## src/bus_pkg.sv

```systemverilog
`default_nettype none

package bus_pkg;

    ////////////////////
    // APB widths
    ////////////////////
    localparam int apb_addr_w = 32;
    localparam int apb_data_w = 32;

    // Panel region page, slot nibble included
    localparam logic [19:0] slot_base = 20'h43C00;
    localparam int slot_lsb = 12;
    localparam int slot_w = 4;

    // Slot field values, the rest unmapped
    typedef enum logic [slot_w-1:0] {
        SLOT_INA = 4'h0,
        SLOT_INB = 4'h1
    } slot_e;

    ////////////////////
    // Register map
    ////////////////////
    localparam int reg_off_w = 12;

    typedef enum logic [reg_off_w-1:0] {
        REG_CTRL   = 12'h000,
        REG_LED    = 12'h004,
        REG_STATUS = 12'h008
    } reg_e;

    // CTRL field layout
    localparam int ctrl_att_lsb = 0;
    localparam int ctrl_amp_bit = 2;
    // STATUS field layout
    localparam int status_ovr_bit = 0;

    localparam logic [apb_data_w-1:0] ctrl_reset = '0;

endpackage

`default_nettype wire

```

## src/panel_pkg.sv

```systemverilog
`default_nettype none

package panel_pkg;

    ////////////////////
    // Field widths
    ////////////////////
    localparam int att_w = 2;
    localparam int led_w = 3;
    localparam int port_w = 16;

    // Expander addressing
    localparam logic [6:0] exp_addr = 7'h20;
    localparam logic [7:0] exp_cmd_out0 = 8'h02;

    // LED bits inside the register
    localparam int led_red = 2;
    localparam int led_green = 1;
    localparam int led_blue = 0;

    ////////////////////
    // Port word layout
    ////////////////////
    // Port 0 in bits 7..0
    localparam int pos_amp_a = 6;
    localparam int pos_att_a = 4;
    localparam int pos_amp_b = 2;
    localparam int pos_att_b = 0;
    // Port 1 in bits 15..8
    localparam int pos_red_a = 14;
    localparam int pos_red_b = 13;
    localparam int pos_green_b = 11;
    localparam int pos_blue_b = 10;
    localparam int pos_green_a = 9;
    localparam int pos_blue_a = 8;

    // I2C writer states
    typedef enum logic [2:0] {
        IDLE,
        START,
        BIT_LOW,
        BIT_HIGH,
        STOP,
        GAP
    } i2c_state_e;

endpackage

`default_nettype wire

```

## src/adc_panel_top.sv

```systemverilog
`timescale 1ns/100ps
`default_nettype none

module adc_panel_top #(
    parameter int SCL_DIV        = 4,
    parameter int STRETCH_CYCLES = 2048,
    parameter int GAP_CYCLES     = 16
) (
    input  wire logic                           clk_i,
    input  wire logic                           rst_n_i,
    // APB slave
    input  wire logic                           psel_i,
    input  wire logic                           penable_i,
    input  wire logic [bus_pkg::apb_addr_w-1:0] paddr_i,
    input  wire logic                           pwrite_i,
    input  wire logic [bus_pkg::apb_data_w-1:0] pwdata_i,
    output logic      [bus_pkg::apb_data_w-1:0] prdata_o,
    output logic                                pready_o,
    output logic                                pslverr_o,
    // ADC overrange
    input  wire logic                           adc_dora_i,
    input  wire logic                           adc_dorb_i,
    // Front-end expander
    output logic                                adc_io_scl_o,
    output logic                                adc_io_sda_o
);

    import bus_pkg::*;
    import panel_pkg::*;

    logic                  sel_ina;
    logic                  sel_inb;
    logic [apb_data_w-1:0] rdata_ina;
    logic [apb_data_w-1:0] rdata_inb;

    logic [att_w-1:0]  ina_att;
    logic              ina_amp_en;
    logic [led_w-1:0]  ina_led;
    logic [att_w-1:0]  inb_att;
    logic              inb_amp_en;
    logic [led_w-1:0]  inb_led;
    logic              ovr_a;
    logic              ovr_b;
    logic [port_w-1:0] panel_io;

    // Zero wait, never an error
    assign pready_o  = 1'b1;
    assign pslverr_o = 1'b0;

    ////////////////////
    // Register access
    ////////////////////
    apb_slot_decode i_slot_decode (
        .psel_i      (psel_i),
        .paddr_i     (paddr_i),
        .rdata_ina_i (rdata_ina),
        .rdata_inb_i (rdata_inb),
        .sel_ina_o   (sel_ina),
        .sel_inb_o   (sel_inb),
        .prdata_o    (prdata_o)
    );

    chan_regs i_regs_ina (
        .clk_i     (clk_i),
        .rst_n_i   (rst_n_i),
        .sel_i     (sel_ina),
        .penable_i (penable_i),
        .pwrite_i  (pwrite_i),
        .paddr_i   (paddr_i),
        .pwdata_i  (pwdata_i),
        .rdata_o   (rdata_ina),
        .ovr_i     (ovr_a),
        .att_o     (ina_att),
        .amp_en_o  (ina_amp_en),
        .led_o     (ina_led)
    );

    chan_regs i_regs_inb (
        .clk_i     (clk_i),
        .rst_n_i   (rst_n_i),
        .sel_i     (sel_inb),
        .penable_i (penable_i),
        .pwrite_i  (pwrite_i),
        .paddr_i   (paddr_i),
        .pwdata_i  (pwdata_i),
        .rdata_o   (rdata_inb),
        .ovr_i     (ovr_b),
        .att_o     (inb_att),
        .amp_en_o  (inb_amp_en),
        .led_o     (inb_led)
    );

    ////////////////////
    // Overrange hold
    ////////////////////
    overrange_stretch #(.STRETCH_CYCLES(STRETCH_CYCLES)) i_stretch_a (
        .clk_i   (clk_i),
        .rst_n_i (rst_n_i),
        .dor_i   (adc_dora_i),
        .flag_o  (ovr_a)
    );

    overrange_stretch #(.STRETCH_CYCLES(STRETCH_CYCLES)) i_stretch_b (
        .clk_i   (clk_i),
        .rst_n_i (rst_n_i),
        .dor_i   (adc_dorb_i),
        .flag_o  (ovr_b)
    );

    ////////////////////
    // Expander path
    ////////////////////
    panel_word i_panel_word (
        .att_a_i (ina_att),
        .amp_a_i (ina_amp_en),
        .led_a_i (ina_led),
        .ovr_a_i (ovr_a),
        .att_b_i (inb_att),
        .amp_b_i (inb_amp_en),
        .led_b_i (inb_led),
        .ovr_b_i (ovr_b),
        .word_o  (panel_io)
    );

    // Push-pull lines, idle high
    ioexp_writer #(
        .SCL_DIV    (SCL_DIV),
        .GAP_CYCLES (GAP_CYCLES)
    ) i_ioexp_writer (
        .clk_i   (clk_i),
        .rst_n_i (rst_n_i),
        .word_i  (panel_io),
        .scl_o   (adc_io_scl_o),
        .sda_o   (adc_io_sda_o)
    );

endmodule

`default_nettype wire

```

## src/apb_slot_decode.sv

```systemverilog
`timescale 1ns/100ps
`default_nettype none

module apb_slot_decode (
    input  wire logic                           psel_i,
    input  wire logic [bus_pkg::apb_addr_w-1:0] paddr_i,
    input  wire logic [bus_pkg::apb_data_w-1:0] rdata_ina_i,
    input  wire logic [bus_pkg::apb_data_w-1:0] rdata_inb_i,
    output logic                                sel_ina_o,
    output logic                                sel_inb_o,
    output logic      [bus_pkg::apb_data_w-1:0] prdata_o
);

    import bus_pkg::*;

    // Page match on the bits above the slot nibble
    logic              page_hit;
    logic [slot_w-1:0] slot;

    assign page_hit = psel_i &&
        (paddr_i[apb_addr_w-1:slot_lsb+slot_w] == slot_base[apb_addr_w-slot_lsb-1:slot_w]);

    // Slot nibble, one per channel
    assign slot = paddr_i[slot_lsb +: slot_w];

    assign sel_ina_o = page_hit && (slot == SLOT_INA);
    assign sel_inb_o = page_hit && (slot == SLOT_INB);

    ////////////////////
    // Read data return
    ////////////////////
    always_comb begin
        if (sel_ina_o) begin
            prdata_o = rdata_ina_i;
        end else if (sel_inb_o) begin
            prdata_o = rdata_inb_i;
        end else begin
            // Unmapped slot or idle bus
            prdata_o = '0;
        end
    end

endmodule

`default_nettype wire

```

## src/chan_regs.sv

```systemverilog
`timescale 1ns/100ps
`default_nettype none

module chan_regs (
    input  wire logic                             clk_i,
    input  wire logic                             rst_n_i,
    input  wire logic                             sel_i,
    input  wire logic                             penable_i,
    input  wire logic                             pwrite_i,
    input  wire logic [bus_pkg::apb_addr_w-1:0]   paddr_i,
    input  wire logic [bus_pkg::apb_data_w-1:0]   pwdata_i,
    output logic      [bus_pkg::apb_data_w-1:0]   rdata_o,
    input  wire logic                             ovr_i,
    output logic      [panel_pkg::att_w-1:0]      att_o,
    output logic                                  amp_en_o,
    output logic      [panel_pkg::led_w-1:0]      led_o
);

    import bus_pkg::*;
    import panel_pkg::*;

    logic                 wr_en;
    logic [reg_off_w-1:0] reg_off;

    // Offset inside the slot
    assign reg_off = paddr_i[reg_off_w-1:0];

    // Access phase write, completes on this edge
    assign wr_en = sel_i && penable_i && pwrite_i;

    ////////////////////
    // Control fields
    ////////////////////
    always_ff @(posedge clk_i) begin
        if (!rst_n_i) begin
            att_o    <= ctrl_reset[ctrl_att_lsb +: att_w];
            amp_en_o <= ctrl_reset[ctrl_amp_bit];
            led_o    <= ctrl_reset[led_w-1:0];
        end else if (wr_en) begin
            // CTRL holds attenuator and amp enable
            if (reg_off == REG_CTRL) begin
                att_o    <= pwdata_i[ctrl_att_lsb +: att_w];
                amp_en_o <= pwdata_i[ctrl_amp_bit];
            end
            // LED as red, green, blue from the top
            if (reg_off == REG_LED) begin
                led_o <= pwdata_i[led_w-1:0];
            end
        end
    end

    ////////////////////
    // Read mux
    ////////////////////
    always_comb begin
        rdata_o = '0;
        case (reg_off)
            REG_CTRL: begin
                rdata_o[ctrl_att_lsb +: att_w] = att_o;
                rdata_o[ctrl_amp_bit]          = amp_en_o;
            end
            REG_LED: begin
                rdata_o[led_w-1:0] = led_o;
            end
            REG_STATUS: begin
                // Stretched overrange, read only
                rdata_o[status_ovr_bit] = ovr_i;
            end
            default: begin
                rdata_o = '0;
            end
        endcase
    end

endmodule

`default_nettype wire

```

## src/ioexp_writer.sv

```systemverilog
`timescale 1ns/100ps
`default_nettype none

module ioexp_writer #(
    parameter int SCL_DIV    = 4,
    parameter int GAP_CYCLES = 16
) (
    input  wire logic                         clk_i,
    input  wire logic                         rst_n_i,
    input  wire logic [panel_pkg::port_w-1:0] word_i,
    output logic                              scl_o,
    output logic                              sda_o
);

    import panel_pkg::*;

    // One counter covers half periods, STOP and the gap
    localparam int cnt_max = (2 * SCL_DIV > GAP_CYCLES) ? 2 * SCL_DIV : GAP_CYCLES;
    localparam int cnt_w = $clog2(cnt_max + 1);

    i2c_state_e        state_q;
    logic [cnt_w-1:0]  cnt_q;
    logic [3:0]        bit_cnt;
    logic [1:0]        byte_cnt;
    logic [7:0]        shift_q;
    logic [port_w-1:0] word_q;
    logic [7:0]        next_byte;

    // Byte after the one just finished
    always_comb begin
        case (byte_cnt)
            2'd0:    next_byte = exp_cmd_out0;
            2'd1:    next_byte = word_q[7:0];
            default: next_byte = word_q[port_w-1:8];
        endcase
    end

    ////////////////////
    // Frame FSM
    ////////////////////
    always_ff @(posedge clk_i) begin
        if (!rst_n_i) begin
            state_q  <= IDLE;
            cnt_q    <= '0;
            bit_cnt  <= '0;
            byte_cnt <= '0;
            scl_o    <= 1'b1;
            sda_o    <= 1'b1;
        end else begin
            cnt_q <= cnt_q + 1'b1;
            case (state_q)
                // Bus idle, both lines high
                IDLE, GAP: begin
                    if (cnt_q == cnt_w'(GAP_CYCLES - 1)) begin
                        state_q <= START;
                        cnt_q   <= '0;
                        // Start condition, SDA falls under high SCL
                        sda_o   <= 1'b0;
                    end
                end
                START: begin
                    if (cnt_q == cnt_w'(SCL_DIV - 1)) begin
                        state_q  <= BIT_LOW;
                        cnt_q    <= '0;
                        scl_o    <= 1'b0;
                        bit_cnt  <= '0;
                        byte_cnt <= '0;
                    end
                end
                BIT_LOW: begin
                    // Data moves one cycle after SCL fell
                    if (cnt_q == '0) begin
                        sda_o <= (bit_cnt == 4'd8) ? 1'b1 : shift_q[7];
                    end
                    if (cnt_q == cnt_w'(SCL_DIV - 1)) begin
                        state_q <= BIT_HIGH;
                        cnt_q   <= '0;
                        scl_o   <= 1'b1;
                    end
                end
                BIT_HIGH: begin
                    if (cnt_q == cnt_w'(SCL_DIV - 1)) begin
                        cnt_q <= '0;
                        scl_o <= 1'b0;
                        if (bit_cnt == 4'd8) begin
                            // ACK clock done, ack not sampled
                            bit_cnt <= '0;
                            if (byte_cnt == 2'd3) begin
                                state_q <= STOP;
                            end else begin
                                state_q  <= BIT_LOW;
                                byte_cnt <= byte_cnt + 2'd1;
                            end
                        end else begin
                            state_q <= BIT_LOW;
                            bit_cnt <= bit_cnt + 4'd1;
                        end
                    end
                end
                STOP: begin
                    // SDA low, SCL up, then SDA up
                    if (cnt_q == '0) begin
                        sda_o <= 1'b0;
                    end
                    if (cnt_q == cnt_w'(SCL_DIV - 1)) begin
                        scl_o <= 1'b1;
                    end
                    if (cnt_q == cnt_w'(2 * SCL_DIV - 1)) begin
                        state_q <= GAP;
                        cnt_q   <= '0;
                        sda_o   <= 1'b1;
                    end
                end
                default: begin
                    state_q <= IDLE;
                    cnt_q   <= '0;
                end
            endcase
        end
    end

    ////////////////////
    // Payload shifter
    ////////////////////
    always_ff @(posedge clk_i) begin
        if ((state_q == IDLE || state_q == GAP) && cnt_q == cnt_w'(GAP_CYCLES - 1)) begin
            // Word captured once per frame
            word_q  <= word_i;
            shift_q <= {exp_addr, 1'b0};
        end else if (state_q == BIT_HIGH && cnt_q == cnt_w'(SCL_DIV - 1)) begin
            if (bit_cnt == 4'd8) begin
                shift_q <= next_byte;
            end else begin
                shift_q <= {shift_q[6:0], 1'b0};
            end
        end
    end

endmodule

`default_nettype wire

```

## src/overrange_stretch.sv

```systemverilog
`timescale 1ns/100ps
`default_nettype none

module overrange_stretch #(
    parameter int STRETCH_CYCLES = 2048
) (
    input  wire logic clk_i,
    input  wire logic rst_n_i,
    input  wire logic dor_i,
    output logic      flag_o
);

    // Counter wide enough for the full hold
    localparam int cnt_w = $clog2(STRETCH_CYCLES + 1);

    logic [cnt_w-1:0] hold_cnt;

    ////////////////////
    // Hold counter
    ////////////////////
    always_ff @(posedge clk_i) begin
        if (!rst_n_i) begin
            hold_cnt <= '0;
        end else if (dor_i) begin
            // Each overrange sample restarts the hold
            hold_cnt <= cnt_w'(STRETCH_CYCLES);
        end else if (hold_cnt != '0) begin
            hold_cnt <= hold_cnt - 1'b1;
        end
    end

    // Visible while any count is left
    assign flag_o = (hold_cnt != '0);

endmodule

`default_nettype wire

```

## src/panel_word.sv

```systemverilog
`timescale 1ns/100ps
`default_nettype none

module panel_word (
    input  wire logic [panel_pkg::att_w-1:0]  att_a_i,
    input  wire logic                         amp_a_i,
    input  wire logic [panel_pkg::led_w-1:0]  led_a_i,
    input  wire logic                         ovr_a_i,
    input  wire logic [panel_pkg::att_w-1:0]  att_b_i,
    input  wire logic                         amp_b_i,
    input  wire logic [panel_pkg::led_w-1:0]  led_b_i,
    input  wire logic                         ovr_b_i,
    output logic      [panel_pkg::port_w-1:0] word_o
);

    import panel_pkg::*;

    logic [led_w-1:0] led_a_n;
    logic [led_w-1:0] led_b_n;

    // Active low LED drive, red forced on during overrange
    function automatic logic [led_w-1:0] led_drive(input logic [led_w-1:0] led,
                                                  input logic ovr);
        logic [led_w-1:0] drv;
        drv = ~led;
        if (ovr) begin
            drv[led_red]   = 1'b0;
            drv[led_green] = 1'b1;
            drv[led_blue]  = 1'b1;
        end
        return drv;
    endfunction

    assign led_a_n = led_drive(led_a_i, ovr_a_i);
    assign led_b_n = led_drive(led_b_i, ovr_b_i);

    ////////////////////
    // Port word build
    ////////////////////
    always_comb begin
        // Unused expander pins stay low
        word_o = '0;
        // Port 0, amps and inverted attenuators
        word_o[pos_amp_a]           = amp_a_i;
        word_o[pos_att_a +: att_w]  = ~att_a_i;
        word_o[pos_amp_b]           = amp_b_i;
        word_o[pos_att_b +: att_w]  = ~att_b_i;
        // Port 1, LEDs
        word_o[pos_red_a]   = led_a_n[led_red];
        word_o[pos_green_a] = led_a_n[led_green];
        word_o[pos_blue_a]  = led_a_n[led_blue];
        word_o[pos_red_b]   = led_b_n[led_red];
        word_o[pos_green_b] = led_b_n[led_green];
        word_o[pos_blue_b]  = led_b_n[led_blue];
    end

endmodule

`default_nettype wire

```

## config.mk

```make
export PLATFORM = sky130hd
export DESIGN_NAME = adc_panel_top
export DESIGN_NICKNAME = d
export VERILOG_FILES = /design/src/bus_pkg.sv /design/src/panel_pkg.sv /design/src/adc_panel_top.sv /design/src/apb_slot_decode.sv /design/src/chan_regs.sv /design/src/ioexp_writer.sv /design/src/overrange_stretch.sv /design/src/panel_word.sv
export SDC_FILE = /design/constraint.sdc
export NUM_CORES = 1
export LEC_CHECK = 0
export ABC_AREA = 1
export BUFFER_PORTS_ARGS = -buffer_cell sky130_fd_sc_hd__buf_2
export CELL_PAD_IN_SITES_DETAIL_PLACEMENT = 1
export CELL_PAD_IN_SITES_GLOBAL_PLACEMENT = 2
export CORE_MARGIN = 8
export CORE_UTILIZATION = 32
export CTS_CLUSTER_SIZE = 40
export DETAILED_ROUTE_END_ITERATION = 10
export HOLD_SLACK_MARGIN = 0.05
export PLACE_DENSITY = 0.86
export SLEW_MARGIN = 30
export SYNTH_ARGS = -nofsm -noshare
export SYNTH_HDL_FRONTEND = slang
export SYNTH_SLANG_ARGS = --single-unit
```

## constraint.sdc

```tcl
create_clock -name clk_i -period 3.3 [get_ports clk_i]
set_clock_uncertainty 0.05 [all_clocks]
set_input_delay 0.66 -clock clk_i [delete_from_list [all_inputs] [get_ports clk_i]]
set_output_delay 0.66 -clock clk_i [all_outputs]
set_load 0.01 [all_outputs]
```

==> run metrics <==
Synth async-reset ratio 0%; row count 42; sw frac 40.04%; vias in the first global route approximately 4000; CTS tree done; io pins 107; Finished Layout Cells 839; top post-synthesis cells by count nand2_1, inv_1, nor2_1; DRC 0; Design Power 3.882 mW; post-CTS resize count 0; Final Cycle Share 83.78%; Avg Cell Area, Syn 7.109 µm²; Pint 2.328 mW; Sequential Power Share 31.1%; all-layer global routing usage 12.94%; Clock Path Buffers 2; top-area cell type share of the netlist area 27.97%; Layout Nets roughly 740; Setup CP Type flip-flop to primary output; Area Growth Syn to Fin 15.47%; Crit. End Element primary output; Slew @ Worst Pin 0.5202 ns; post-synth top area cell dfxtp_1; # fillers 1721; setup violators final 0; setup TNS 0 ns; Reg2Reg Depth 8; Slew Limit Fails 0; Final Routed Wirelength 10930 µm; Hold Buf Count CTS 0; CP max-delay cell dfxtp_1; final hold vios 0; Placed Instance Area 4619 µm²; CP max FO 10; peak supply drop ~0.00029 V; worst min-delay path category flip-flop to flip-flop; routability cong. 0.7521; PwrDens around 800 nW/µm²; largest family of logic cells by synthesized area simple AND/OR/NAND/NOR gates; largest net degree at the start of global routing 21; first-pass GRT wire length 18950 µm; HPWL Detailed approximately 8600 µm; mux cell area share after synthesis 0%; worst r2r dst i_ioexp_writer.sda_o; reg-to-reg critical path startpoint i_ioexp_writer.bit_cnt[0]; post-placement cell count 823; setup slack, reg-to-reg 1.34 ns; Leak 2.294 nW; Worst Path Arrival 2.05 ns; Final Cell Area 4959 µm²; Post-Synthesis Cells a little over 600; Clk Latency, worst-skew pair 0.34 ns; Mapped Area 4294 µm²; P_sw around 1.6 mW; CP Buf/Inv Count 3; hold endpoint i_ioexp_writer.word_q[2]; drt first pass iters 4; DR iter-0 viols 168; CTS sink cnt 72; max-cap violations 0; final worst path period need 2.765 ns; Startpoint Class flip-flop; layout cell share with drive strength beyond 1 14.93%; routed length per instance 13.02 µm; final worst slack about 0.54 ns; worst path required time ~2.6 ns; post-route ant nets 0; Inserted Diodes 0; Final Util 37.59%; Syn. warnings 0; Die Footprint 17380 µm²; final hold slack 0.3766 ns; Synth Area in Adders 3.497%; Core Area 13190 µm²; dominant cells by area after synthesis dfxtp_1, nand2_1, inv_1; Die Ht 131.8 µm; Rel. slew slack 65.13%; grt ovf 0; most numerous cell in the Yosys netlist nand2_1; Clock transition at path regs 0.06 ns; initial antenna violation count 0; post-synthesis simple-gate area fraction 34.79%; root buffer cell clkbuf_16; most used flip-flop cell after synthesis dfxtp_1; Crit path largest cell delay about 0.30 ns; vias 3825; Post-CTS Setup Repair Bufs 0; Yosys cell types 42; Post-synth EDFFs 12; dpl ws 0.6159 ns; hold path depth 0; CP most frequent cell nand2_1; #FFs+latches synth a little over 70; H-tree depth 3; Comb pwr share 40.3%; Clk network pwr share 28.6%; worst path cell trace inv_1 -> ha_1 -> nand2_1 -> nor2_2 -> nand2_2 -> nand2_1 -> nand2_1 -> nand2_1 -> nand3_1 -> nand2_1 -> inv_1 -> buf_2; Initial Utilization 32.56%; DR vias/cell between 4 and 5; Post-Synth XOR/XNOR Area roughly 2.4%; # port buffers 46; min-delay src i_regs_inb.amp_en_o; overall die width roughly 130 µm; sequential fraction of the synthesis area 36.36%; status finished, final reports clean; clock buffer count from CTS 9; Max Fclk 361.7 MHz; unrepaired setup endpoints after global routing false; Synth Area in Compound Gates 7.663%; Top delay family on crit path simple AND/OR/NAND/NOR gates
## flip-flops by register name, indices dropped and copies added (netlist names), 3 cells and up
name,flops
i_ioexp_writer.word_q,12
i_stretch_a.hold_cnt,12
i_stretch_b.hold_cnt,12
i_ioexp_writer.shift_q,8
i_ioexp_writer.cnt_q,5
i_ioexp_writer.bit_cnt,4
i_ioexp_writer.state_q,3
i_regs_ina.led_o,3
i_regs_inb.led_o,3
## worst register-to-register path: cells and delay by family, from the launching register on
kind | cells | cell delay, ns
adders and majority gates | 1 | 0.22
buffers and inverters | 2 | 0.41
AOI/OAI and AO/OA | 2 | 0.41
and+or+nand+nor | 3 | 0.34
DFF | 1 | 0.40
## power groups by stage
stage | Sequential [mW] | Clock (mW) | Combinational, mW
detailed placement | 1.23 | 0 | 1.57
floorplan | 1.19 | 0 | 1.27
global placement | 1.22 | 0 | 1.51
finish | 1.21 | 1.11 | 1.56
global route | 1.23 | 1.18 | 1.80
CTS | 1.21 | 1.14 | 1.58
## kinds of logic (layout without fill, tap and decap cells)
family	after synthesis	in the layout
other	2	31
buffers and inverters	139	169
AND/OR/NAND/NOR	308	308
adder cells (fa/ha/maj)	12	12
XOR/XNOR	12	12
flip-flops	72	72
AO/OA/AOI/OAI	59	59
## layout by cell type (no fill, tap or decap), types with 2 or more instances in the layout
cell,count
nand2_1,129
inv_1,97
nor2_1,72
dfxtp_1,60
buf_2,46
nand3_1,41
conb_1,31
a21oi_1,25
nor3_1,16
nand4_1,16
o21ai_0,15
ha_1,12
edfxtp_1,12
clkbuf_16,10
nor2_2,6
xnor2_1,6
xor2_1,6
nor2_4,6
inv_2,5
a31oi_1,5
nand4_2,4
nand2_2,3
o22ai_1,3
nor3b_1,3
o21ai_1,3
buf_4,3
nor2_8,2
nor3_4,2
nand3_4,2
clkinv_1,2
a211oi_1,2
o211ai_1,2
nor4_1,2
a22o_1,2
bufinv_16,2
clkinv_4,2
## per-layer routing
| metal | share of wire (%) | GRT usage, % | wire, µm | vias to the layer above |
|---|---|---|---|---|
| met4 | 1.3 | 5.488 | 139 | 0 |
| met1 | 46 | 15.35 | 5040 | 1773 |
| met5 | 0 | 0 | 0 | - |
| met2 | 49 | 22.17 | 5352 | 71 |
| li1 | - | - | - | 1971 |
| met3 | 3.6 | 2.706 | 393 | 10 |
## how the worst max path moves through the flow
stage | start | end | cells past startpoint
6_report | i_stretch_a.hold_cnt[0] | prdata_o[0] | 12
5_1_grt | i_stretch_a.hold_cnt[0] | prdata_o[0] | 12
4_1_cts | i_stretch_a.hold_cnt[0] | prdata_o[0] | 12
3_5_place_dp | paddr_i[15] | prdata_o[2] | 9
3_3_place_gp | paddr_i[17] | prdata_o[1] | 10
2_1_floorplan | paddr_i[17] | prdata_o[1] | 8
## layout make-up
cell class | instances | area [µm²] | area share [%]
repair buffers | 49 | 252.7 | 5.097
flip-flops and latches | 72 | 1562 | 31.49
clock buffers | 10 | 250.2 | 5.047
clock inverters | 6 | 88.84 | 1.792
well taps | 176 | 220.2 | 4.441
inverters | 104 | 390.4 | 7.873
multi-input cells | 422 | 2195 | 44.26
Power figures use the tool's default switching activity.
